--- config.mk ---
export PLATFORM = sky130hd
export DESIGN_NAME = link_test_top
export DESIGN_NICKNAME = d
export VERILOG_FILES = /design/src/source/link_pkg.sv /design/src/source/switch_debouncer.sv /design/src/source/probe_source.sv /design/src/source/probe_sink.sv /design/src/source/seven_seg_decoder.sv /design/src/source/link_test_top.sv
export SDC_FILE = /design/constraint.sdc
export NUM_CORES = 1
export LEC_CHECK = 0
export BUFFER_PORTS_ARGS = -buffer_cell sky130_fd_sc_hd__buf_4
export CAP_MARGIN = 20
export CORE_ASPECT_RATIO = 1.25
export CORE_MARGIN = 2
export CORE_UTILIZATION = 54
export DETAILED_ROUTE_END_ITERATION = 12
export GPL_TIMING_DRIVEN = 1
export HOLD_SLACK_MARGIN = 0.08
export PLACE_DENSITY = 0.71
export RECOVER_POWER = 100
export SLEW_MARGIN = 20
export SYNTH_ARGS = -nofsm -noshare
export SYNTH_HDL_FRONTEND = slang
export SYNTH_SLANG_ARGS = --single-unit
--- constraint.sdc ---
create_clock -name i_clk -period 2.4 [get_ports i_clk]
set_input_delay 0.24 -clock i_clk [delete_from_list [all_inputs] [get_ports i_clk]]
set_output_delay 0.24 -clock i_clk [all_outputs]
set_load 0.005 [all_outputs]
--- src/source/link_pkg.sv ---
`default_nettype none

package link_pkg;

	// error code shown on the first digit, so it fits a nibble
	typedef enum logic [3:0] {
		ERR_NONE     = 4'd0,
		ERR_CHECK    = 4'd1,
		ERR_SEQUENCE = 4'd2
	} link_err_t;

	// width of the counting data word
	localparam int DEFAULT_DATA_W = 8;

	// 10 ms of stable input at 25 MHz
	localparam int DEFAULT_DEBOUNCE_CYCLES = 250000;

endpackage

`default_nettype wire

--- src/source/switch_debouncer.sv ---
`default_nettype none

module switch_debouncer import link_pkg::*; #(
	parameter int DEBOUNCE_CYCLES = DEFAULT_DEBOUNCE_CYCLES
) (
	input  logic i_clk,
	input  logic i_rst_n,
	input  logic i_switch,
	output logic o_level,
	output logic o_press
);

	localparam int CNT_W = $clog2(DEBOUNCE_CYCLES + 1);

	logic             sync_1;
	logic             sync_2;
	logic [CNT_W-1:0] stable_cnt;
	logic             level_d;

	always_ff @(posedge i_clk) begin
		if (!i_rst_n) begin
			sync_1     <= 1'b0;
			sync_2     <= 1'b0;
			stable_cnt <= '0;
			o_level    <= 1'b0;
			level_d    <= 1'b0;
		end else begin
			sync_1  <= i_switch;
			sync_2  <= sync_1;
			level_d <= o_level;
			// count how long the synced input has differed from the level
			if (sync_2 == o_level) begin
				stable_cnt <= '0;
			end else if (stable_cnt == CNT_W'(DEBOUNCE_CYCLES - 1)) begin
				stable_cnt <= '0;
				o_level    <= sync_2;
			end else begin
				stable_cnt <= stable_cnt + 1'b1;
			end
		end
	end

	assign o_press = o_level & ~level_d;

endmodule

`default_nettype wire

--- src/source/probe_source.sv ---
`default_nettype none

module probe_source import link_pkg::*; #(
	parameter int DATA_W = DEFAULT_DATA_W
) (
	input  logic              i_clk,
	input  logic              i_rst_n,
	input  logic              i_inject_check,
	input  logic              i_inject_skip,
	output logic              o_msg_valid,
	output logic [DATA_W-1:0] o_msg_data,
	output logic [DATA_W-1:0] o_msg_check,
	input  logic              i_msg_ready
);

	logic              xfer;
	logic              pend_check;
	logic              pend_skip;
	logic              apply_check;
	logic              apply_skip;
	logic [DATA_W-1:0] next_data;

	assign xfer = o_msg_valid & i_msg_ready;

	// a request in the transfer cycle still hits the next message
	assign apply_check = pend_check | i_inject_check;
	assign apply_skip  = pend_skip | i_inject_skip;

	// skip adds one more step to the counter
	assign next_data = o_msg_data + DATA_W'(1) + DATA_W'(apply_skip);

	always_ff @(posedge i_clk) begin
		if (!i_rst_n) begin
			o_msg_valid <= 1'b0;
			o_msg_data  <= DATA_W'(1);
			o_msg_check <= ~DATA_W'(1);
			pend_check  <= 1'b0;
			pend_skip   <= 1'b0;
		end else begin
			o_msg_valid <= 1'b1;
			if (xfer) begin
				o_msg_data <= next_data;
				// corrupt only the low bit of the check word
				o_msg_check <= ~next_data ^ DATA_W'(apply_check);
				pend_check  <= 1'b0;
				pend_skip   <= 1'b0;
			end else begin
				pend_check <= apply_check;
				pend_skip  <= apply_skip;
			end
		end
	end

endmodule

`default_nettype wire

--- src/source/probe_sink.sv ---
`default_nettype none

module probe_sink import link_pkg::*; #(
	parameter int DATA_W    = DEFAULT_DATA_W,
	parameter int SINK_PACE = 2
) (
	input  logic              i_clk,
	input  logic              i_rst_n,
	input  logic              i_freeze,
	input  logic              i_msg_valid,
	input  logic [DATA_W-1:0] i_msg_data,
	input  logic [DATA_W-1:0] i_msg_check,
	output logic              o_msg_ready,
	output logic [DATA_W-1:0] o_last_data,
	output link_err_t         o_err_code,
	output logic              o_err
);

	localparam int PACE_W = (SINK_PACE > 0) ? $clog2(SINK_PACE + 1) : 1;

	logic              running;
	logic [PACE_W-1:0] pace_cnt;
	logic              xfer;
	logic [DATA_W-1:0] expected;
	logic              check_bad;
	logic              seq_bad;

	// held low until the first cycle out of reset
	assign o_msg_ready = running & ~i_freeze & (pace_cnt == '0);
	assign xfer        = i_msg_valid & o_msg_ready;

	assign check_bad = (i_msg_check != ~i_msg_data);
	assign seq_bad   = (i_msg_data != expected);

	always_ff @(posedge i_clk) begin
		if (!i_rst_n) begin
			running  <= 1'b0;
			pace_cnt <= '0;
		end else begin
			running <= 1'b1;
			if (xfer) begin
				pace_cnt <= PACE_W'(SINK_PACE);
			end else if (pace_cnt != '0) begin
				pace_cnt <= pace_cnt - 1'b1;
			end
		end
	end

	always_ff @(posedge i_clk) begin
		if (!i_rst_n) begin
			expected    <= DATA_W'(1);
			o_last_data <= '0;
			o_err_code  <= ERR_NONE;
		end else if (xfer) begin
			o_last_data <= i_msg_data;
			// resync on whatever arrived
			expected <= i_msg_data + DATA_W'(1);
			// first fault sticks, check fault wins a tie
			if (o_err_code == ERR_NONE) begin
				if (check_bad) begin
					o_err_code <= ERR_CHECK;
				end else if (seq_bad) begin
					o_err_code <= ERR_SEQUENCE;
				end
			end
		end
	end

	assign o_err = (o_err_code != ERR_NONE);

endmodule

`default_nettype wire

--- src/source/seven_seg_decoder.sv ---
`default_nettype none

module seven_seg_decoder (
	input  logic       i_clk,
	input  logic [3:0] i_nibble,
	output logic [6:0] o_segments
);

	// patterns are g..a, lit high, then inverted for common anode
	always_ff @(posedge i_clk) begin
		case (i_nibble)
			4'h0: o_segments <= ~7'h3f;
			4'h1: o_segments <= ~7'h06;
			4'h2: o_segments <= ~7'h5b;
			4'h3: o_segments <= ~7'h4f;
			4'h4: o_segments <= ~7'h66;
			4'h5: o_segments <= ~7'h6d;
			4'h6: o_segments <= ~7'h7d;
			4'h7: o_segments <= ~7'h07;
			4'h8: o_segments <= ~7'h7f;
			4'h9: o_segments <= ~7'h6f;
			4'ha: o_segments <= ~7'h77;
			4'hb: o_segments <= ~7'h7c;
			4'hc: o_segments <= ~7'h39;
			4'hd: o_segments <= ~7'h5e;
			4'he: o_segments <= ~7'h79;
			default: o_segments <= ~7'h71;
		endcase
	end

endmodule

`default_nettype wire

--- src/source/link_test_top.sv ---
`default_nettype none

module link_test_top import link_pkg::*; #(
	parameter int DATA_W          = DEFAULT_DATA_W,
	parameter int DEBOUNCE_CYCLES = DEFAULT_DEBOUNCE_CYCLES,
	parameter int SINK_PACE       = 2
) (
	input  logic       i_clk,
	input  logic       i_rst_n,
	input  logic       i_switch_1,
	input  logic       i_switch_2,
	input  logic       i_switch_3,
	output logic [6:0] o_segment1,
	output logic [6:0] o_segment2,
	output logic       o_led_1
);

	logic              freeze;
	logic              inject_check;
	logic              inject_skip;
	logic              msg_valid;
	logic              msg_ready;
	logic [DATA_W-1:0] msg_data;
	logic [DATA_W-1:0] msg_check;
	logic [DATA_W-1:0] last_data;
	link_err_t         err_code;

	// switch 1 is used as a level, 2 and 3 as presses
	switch_debouncer #(.DEBOUNCE_CYCLES(DEBOUNCE_CYCLES)) sw1_i (
		.i_clk   (i_clk),
		.i_rst_n (i_rst_n),
		.i_switch(i_switch_1),
		.o_level (freeze),
		.o_press ()
	);

	switch_debouncer #(.DEBOUNCE_CYCLES(DEBOUNCE_CYCLES)) sw2_i (
		.i_clk   (i_clk),
		.i_rst_n (i_rst_n),
		.i_switch(i_switch_2),
		.o_level (),
		.o_press (inject_check)
	);

	switch_debouncer #(.DEBOUNCE_CYCLES(DEBOUNCE_CYCLES)) sw3_i (
		.i_clk   (i_clk),
		.i_rst_n (i_rst_n),
		.i_switch(i_switch_3),
		.o_level (),
		.o_press (inject_skip)
	);

	probe_source #(.DATA_W(DATA_W)) src_i (
		.i_clk         (i_clk),
		.i_rst_n       (i_rst_n),
		.i_inject_check(inject_check),
		.i_inject_skip (inject_skip),
		.o_msg_valid   (msg_valid),
		.o_msg_data    (msg_data),
		.o_msg_check   (msg_check),
		.i_msg_ready   (msg_ready)
	);

	probe_sink #(.DATA_W(DATA_W), .SINK_PACE(SINK_PACE)) sink_i (
		.i_clk      (i_clk),
		.i_rst_n    (i_rst_n),
		.i_freeze   (freeze),
		.i_msg_valid(msg_valid),
		.i_msg_data (msg_data),
		.i_msg_check(msg_check),
		.o_msg_ready(msg_ready),
		.o_last_data(last_data),
		.o_err_code (err_code),
		.o_err      (o_led_1)
	);

	// digit 1 error code, digit 2 low nibble of last data
	seven_seg_decoder disp1_i (
		.i_clk     (i_clk),
		.i_nibble  (err_code),
		.o_segments(o_segment1)
	);

	seven_seg_decoder disp2_i (
		.i_clk     (i_clk),
		.i_nibble  (last_data[3:0]),
		.o_segments(o_segment2)
	);

endmodule

`default_nettype wire

== After elaboration in Yosys (flattened, before gate mapping) ==
Memories as Yosys holds them, arrays and structs flattened. A register that Yosys moved wholly into a read port is not among the register bits.
Index checks and enable logic that the tools add are counted.
Storage, ports and cells
  flip-flop bits (word level): 102
  bits in latches: 0
  memory bits (writable): 0
  memory bits (read-only): 224
  input port bits: 5
  output and inout bits: 15
  word-level logic and storage cells: 76
  memories kept: 2
Memory list
  (name not given): words 16, width 7, rd ports 1, clocked after memory_dff 1, wr ports 0, line seven_seg_decoder.sv:11  | case (i_nibble)
  (name not given): words 16, width 7, rd ports 1, clocked after memory_dff 1, wr ports 0, line seven_seg_decoder.sv:11
Cells by class
  add/subtract/negate cells: 6
  multiply operators: 0
  divide/modulo/power cells: 0
  $lt $le $gt $ge: 0
  equal/unequal tests: 8
  shifts and indexed selects: 0
  mux-type cells: 5
  bitwise operators: 17
  reductions and logical operators: 14
Operators with widths (number)
  $add A18 B1 Y18 const B: 3
  $eq A18 B18 Y1 const B: 3
  $ne A8 B8 Y1: 2
  $not A8 Y8: 2
  $reduce_or A3 Y1: 3
  $add A8 B1 Y8: 1
  $add A8 B1 Y8 const B: 1
  $mux W4: 2
  $xor A8 B1 Y8: 1
  $not A1 Y1: 7
  $reduce_and A2 Y1: 3
  $reduce_bool A2 Y1: 3
  $and A1 B1 Y1: 5
  $logic_not A4 Y1: 1
  $mux W2: 2
  $reduce_bool A4 Y1: 1
  $eq A1 B1 Y1: 3
  $reduce_and A3 Y1: 1
  $logic_not A2 Y1: 1
  $or A1 B1 Y1: 2
  $reduce_or A2 Y1: 1
  $sub A2 B1 Y2 const B: 1
  $mux W1: 1

== Longest topological paths before layout ==
  word-level depth: 6
  gate-level depth with buffers: 8
  depth with buffers taken out: 7

== Hierarchy ==
From an unflattened synthesis, not the netlist that was laid out.
Unflattened totals
  cell total of the unflattened synthesis: 613
  area, all modules: 5632.9 um^2
Modules (own cells, without submodules)
  switch_debouncer: instances 3, cells each 105, area an instance 969.7 um^2, sequential area each 440.4 um^2
  probe_sink: instances 1, cells each 123, area an instance 1076.0 um^2, sequential area each 420.4 um^2
  probe_source: instances 1, cells each 94, area an instance 822.0 um^2, sequential area each 380.4 um^2
  seven_seg_decoder (disp1_i): instances 1, cells each 39, area an instance 415.4 um^2, sequential area each 140.1 um^2
  seven_seg_decoder (disp2_i): instances 1, cells each 42, area an instance 410.4 um^2, sequential area each 140.1 um^2

== Least setup slack after synthesis ==
Ideal clock, no wire load.
  path kind: register to register
  start point: reg src_i.o_msg_data[0]
  end point: reg src_i.o_msg_data[7]
  setup time: 0.127 ns
  arrival: 1.718 ns
  required time: 2.273 ns
  slack: 0.555 ns
  cell stages (with the launch flop): 8
  buffers on the path: 1
  period minus slack after synthesis: 1.845 ns
  path through: dfxtp_1 > ha_1 > buf_2 > xor2_1 > and3_1 > a21boi_1 > a211oi_1 > or3_1
Between the ends
  cells in the longest elaborated chain, start to end: 2
Ends and longest elaborated chain
  start, declared: line probe_source.sv:11  | output logic [DATA_W-1:0] o_msg_data,
  start signal, assigned: line probe_source.sv:42  | o_msg_data <= next_data;
  $add A8 B1 Y8 (2 in a row): line probe_source.sv:30  | assign next_data = o_msg_data + DATA_W'(1) + DATA_W'(apply_skip);
No other way between the ends.
A chain may end at the register's enable or synchronous reset.

== Worst setup path in the final report ==
  start point: reg src_i.o_msg_data[2]
  end point: reg src_i.o_msg_data[7]
Same word-level chain as after synthesis.

==> qor.txt <==
Warnings, synthesis - 0
reg2reg setup slack - 0.21 ns
Syn Inst Count - 552
Crit. End Element - flip-flop
placed instance area - 5185 sq um
CTS Hold Buffers Added - 0
top cell type's share of synthesized area - 44.83%
H-Tree Depth - 3
Fillers - 836
initial antenna violation count - 0
cts bufs inserted - 9
mux cell area share after synthesis - 1.451%
Max clock buf depth - 2
clock transition at the registers of the reported paths - 0.07 ns
CP max-delay cell - dfxtp_1
CTS tree - done
clk_lat worst skew - 0.34 ns
vias in the first global route - 3,405
simple-gate share of the synthesized area - 25.64%
ANT nets after route - 0
Worst R2R Path Depth - 5
final wirelength - 8450 um
largest area contributor in the netlist - dfxtp_1
via-per-instance ratio - 5.237
CP top delay family - flip-flops
Avg WL per Cell - 12.28 um
Ant. Diodes - 0
worst slew pin tran - 0.9648 ns
status - finished, final reports clean
IO buf count - 18
CP peak stage delay - 0.66 ns
Worst Path Buf+Inv - 0
HPWL Detailed - 5832 um
Netlist Area Pre-Place - 5001 sq um
ys async rst share - 0%
Adder-Cell Fraction of Synth Area - 3.002%
period utilization - 91.39%
GRT Residual Overflow - 0
syn_area_per_cell - 9.060 sq um
nets - 577
Netlist cell types - 59
NetSw - 840.5 uW
peak supply drop - 0.0003475 V
boundary pin count - 20
xor/xnor cell area share of the yosys netlist - 13.49%
Overall Power - 3.762 mW
site row count - 39
Initial Utilization - 55.10%
crit path launch type - flip-flop
share of cells above drive strength 1 - 8.496%
R2R Path Start - src_i.o_msg_data[2]$_SDFFE_PN0P_
hold path cells - 2
RSZ-0062 raised after global routing - false
post-synthesis sequential area ratio - 44.83%
minimum clock period - 2.193 ns
final core occ - 60.41%
Finished Cell Area - 5483 sq um
largest net degree at the start of global routing - 47
Initial DRC Count - 149
setup_tns - 0 ns
Final setup viols - 0
Placed Instances - 672
WS Path Type - reg -> reg
P&R area growth vs syn - 9.632%
Final Hold Slack - 0.1058 ns
CTS-repair resized insts - 0
Setup Skew - 0.008249 ns
HP Class - in -> reg
core area - 9076 sq um
final setup margin - 0.2067 ns
Slew headroom - 35.68%
Synth Register Bits - 112
dominant cells by area after synthesis - dfxtp_1, xor2_1, nor2_1
via count - 3,603
Worst Path Required - 2.63 ns
max_cap viols - 0
hold path startpoint - i_switch_2
pwr dens - 686.2 nW/um^2
clock group share of total power - 40.6%
Die Span X - 90.08 um
TritonRoute pass-1 iters - 5
P_leak - 2.071 nW
all-layer global routing usage - 17.62%
fin cells - 688
die height - 111.6 um
global-route wire length before repair - 14,820 um
RePlAce Congestion - 0.8502
Reg power frac - 52.1%
max-slew violations - 0
Comb pwr share - 7.2%
RR Endpoint - src_i.o_msg_data[7]$_SDFFE_PN0P_
Sink Count - 112
final hold vios - 0
hold endpoint - sw2_i.sync_1$_SDFF_PN0_
crit path max fanout - 17
Sw Ratio - 22.34%
CTS root buffer - clkbuf_16
worst-path cell chain - xor2_1 -> and3_1 -> a21boi_0 -> a211oi_1 -> or3_1
main combinational cell family by area after synthesis - simple AND/OR/NAND/NOR gates
fmax - 0.4559 GHz
post-synthesis compound-gate area fraction - 7.531%
syn_nets - 569
P_int - 2.922 mW
WP data arrival - 2.42 ns
post-CTS setup buffers - 0
Synth Flop Type - dfxtp_1
EDFF count, synth - 0
die area - 10,050 sq um
detailed-route DRC error count - 0
worst slack at placement - 0.3043 ns
[cells in the final DEF (no fill, tap or decap), types with 4 or more instances in the layout]
cell and instances:
nor4b_1 4, nand4_1 14, o21ai_0 9, nand3_1 25
dfxtp_1 112, and4_1 6, and2_1 9, a21boi_0 9
inv_1 13, mux2i_1 5, nand2_1 52, and2_0 5
clkbuf_4 14, nor3_1 10, nor2_1 83, xor2_1 51
buf_4 7, nor4_1 6, xnor2_1 26, nor2b_1 8
and3_1 8, o211a_1 6, clkbuf_16 9, ha_1 12
[worst max-delay path by stage]
stage,startpoint,cells past startpoint,slack [ns],to
floorplan,src_i.o_msg_data[0]$_SDFFE_PN1P_,7,0.56,src_i.o_msg_data[7]$_SDFFE_PN0P_
global placement,src_i.o_msg_data[2]$_SDFFE_PN0P_,5,0.38,src_i.o_msg_data[7]$_SDFFE_PN0P_
detailed placement,src_i.o_msg_data[2]$_SDFFE_PN0P_,5,0.30,src_i.o_msg_data[7]$_SDFFE_PN0P_
CTS,src_i.o_msg_data[2]$_SDFFE_PN0P_,5,0.30,src_i.o_msg_data[7]$_SDFFE_PN0P_
global route,src_i.o_msg_data[2]$_SDFFE_PN0P_,5,0.09,src_i.o_msg_data[7]$_SDFFE_PN0P_
finish,src_i.o_msg_data[2]$_SDFFE_PN0P_,5,0.21,src_i.o_msg_data[7]$_SDFFE_PN0P_
[cells by family (layout without fill, tap and decap cells)]
logic type               Yosys count  in the layout
flip-flops                       112            112
XOR/XNOR                          77             77
AO/OA/AOI/OAI                     50             50
AND/OR/NAND/NOR                  254            254
adder cells (fa/ha/maj)           12             12
buffers and inverters             40             53
other                              1              1
multiplexers                       6              6
[cell type report]
| class | instances | area (sq um) | area share, % |
|---|---|---|---|
| clock buffers | 11 | 252.7 | 4.610 |
| clock inverters | 5 | 61.31 | 1.118 |
| inverters | 13 | 48.80 | 0.8900 |
| multi-input cells | 400 | 2554 | 46.58 |
| flip-flops and latches | 112 | 2242 | 40.89 |
| well taps | 123 | 153.9 | 2.807 |
| repair buffers | 24 | 170.2 | 3.104 |
[flip-flops by register name (all words and copies together) (netlist names), 5 cells and up]
name,cells
disp1_i.o_segments,5
disp2_i.o_segments,7
sink_i.expected,8
src_i.o_msg_check,8
src_i.o_msg_data,8
sw1_i.stable_cnt,18
sw2_i.stable_cnt,18
sw3_i.stable_cnt,18
[power by group through the flow]
stage / logic (mW) / clock network [mW] / registers [mW]
final: 0.272 / 1.53 / 1.96
after global routing: 0.305 / 1.65 / 1.97
after CTS: 0.281 / 1.57 / 1.96
after detailed placement: 0.280 / 0 / 2.01
after global placement: 0.275 / 0 / 2.00
after floorplan: 0.196 / 0 / 2.00
[layer usage]
layer / GRT usage, % / up-vias / wire length [um]
met4: 7.795 / 0 / 170
met2: 30.18 / 28 / 4176
met1: 21.36 / 1696 / 3941
li1: - / 1865 / -
met3: 3.721 / 14 / 163
met5: 0 / - / 0
[cells in the mapped netlist, types with 7 or more instances]
| library cell | count |
|---|---|
| a21boi_0 | 7 |
| and2_1 | 12 |
| and3_1 | 8 |
| clkbuf_1 | 12 |
| dfxtp_1 | 112 |
| ha_1 | 12 |
| inv_1 | 13 |
| nand2_1 | 52 |
| nand3_1 | 25 |
| nand4_1 | 14 |
| nor2_1 | 83 |
| nor2b_1 | 8 |
| nor3_1 | 10 |
| o21ai_0 | 9 |
| xnor2_1 | 26 |
| xor2_1 | 51 |
[worst register-to-register path, stage by stage, from the launching register on]
cell and delay, ns:
dfxtp_1 0.66, xor2_1 0.29, and3_1 0.23, a21boi_0 0.38, a211oi_1 0.16, or3_1 0.38
Power figures use the tool's default switching activity.
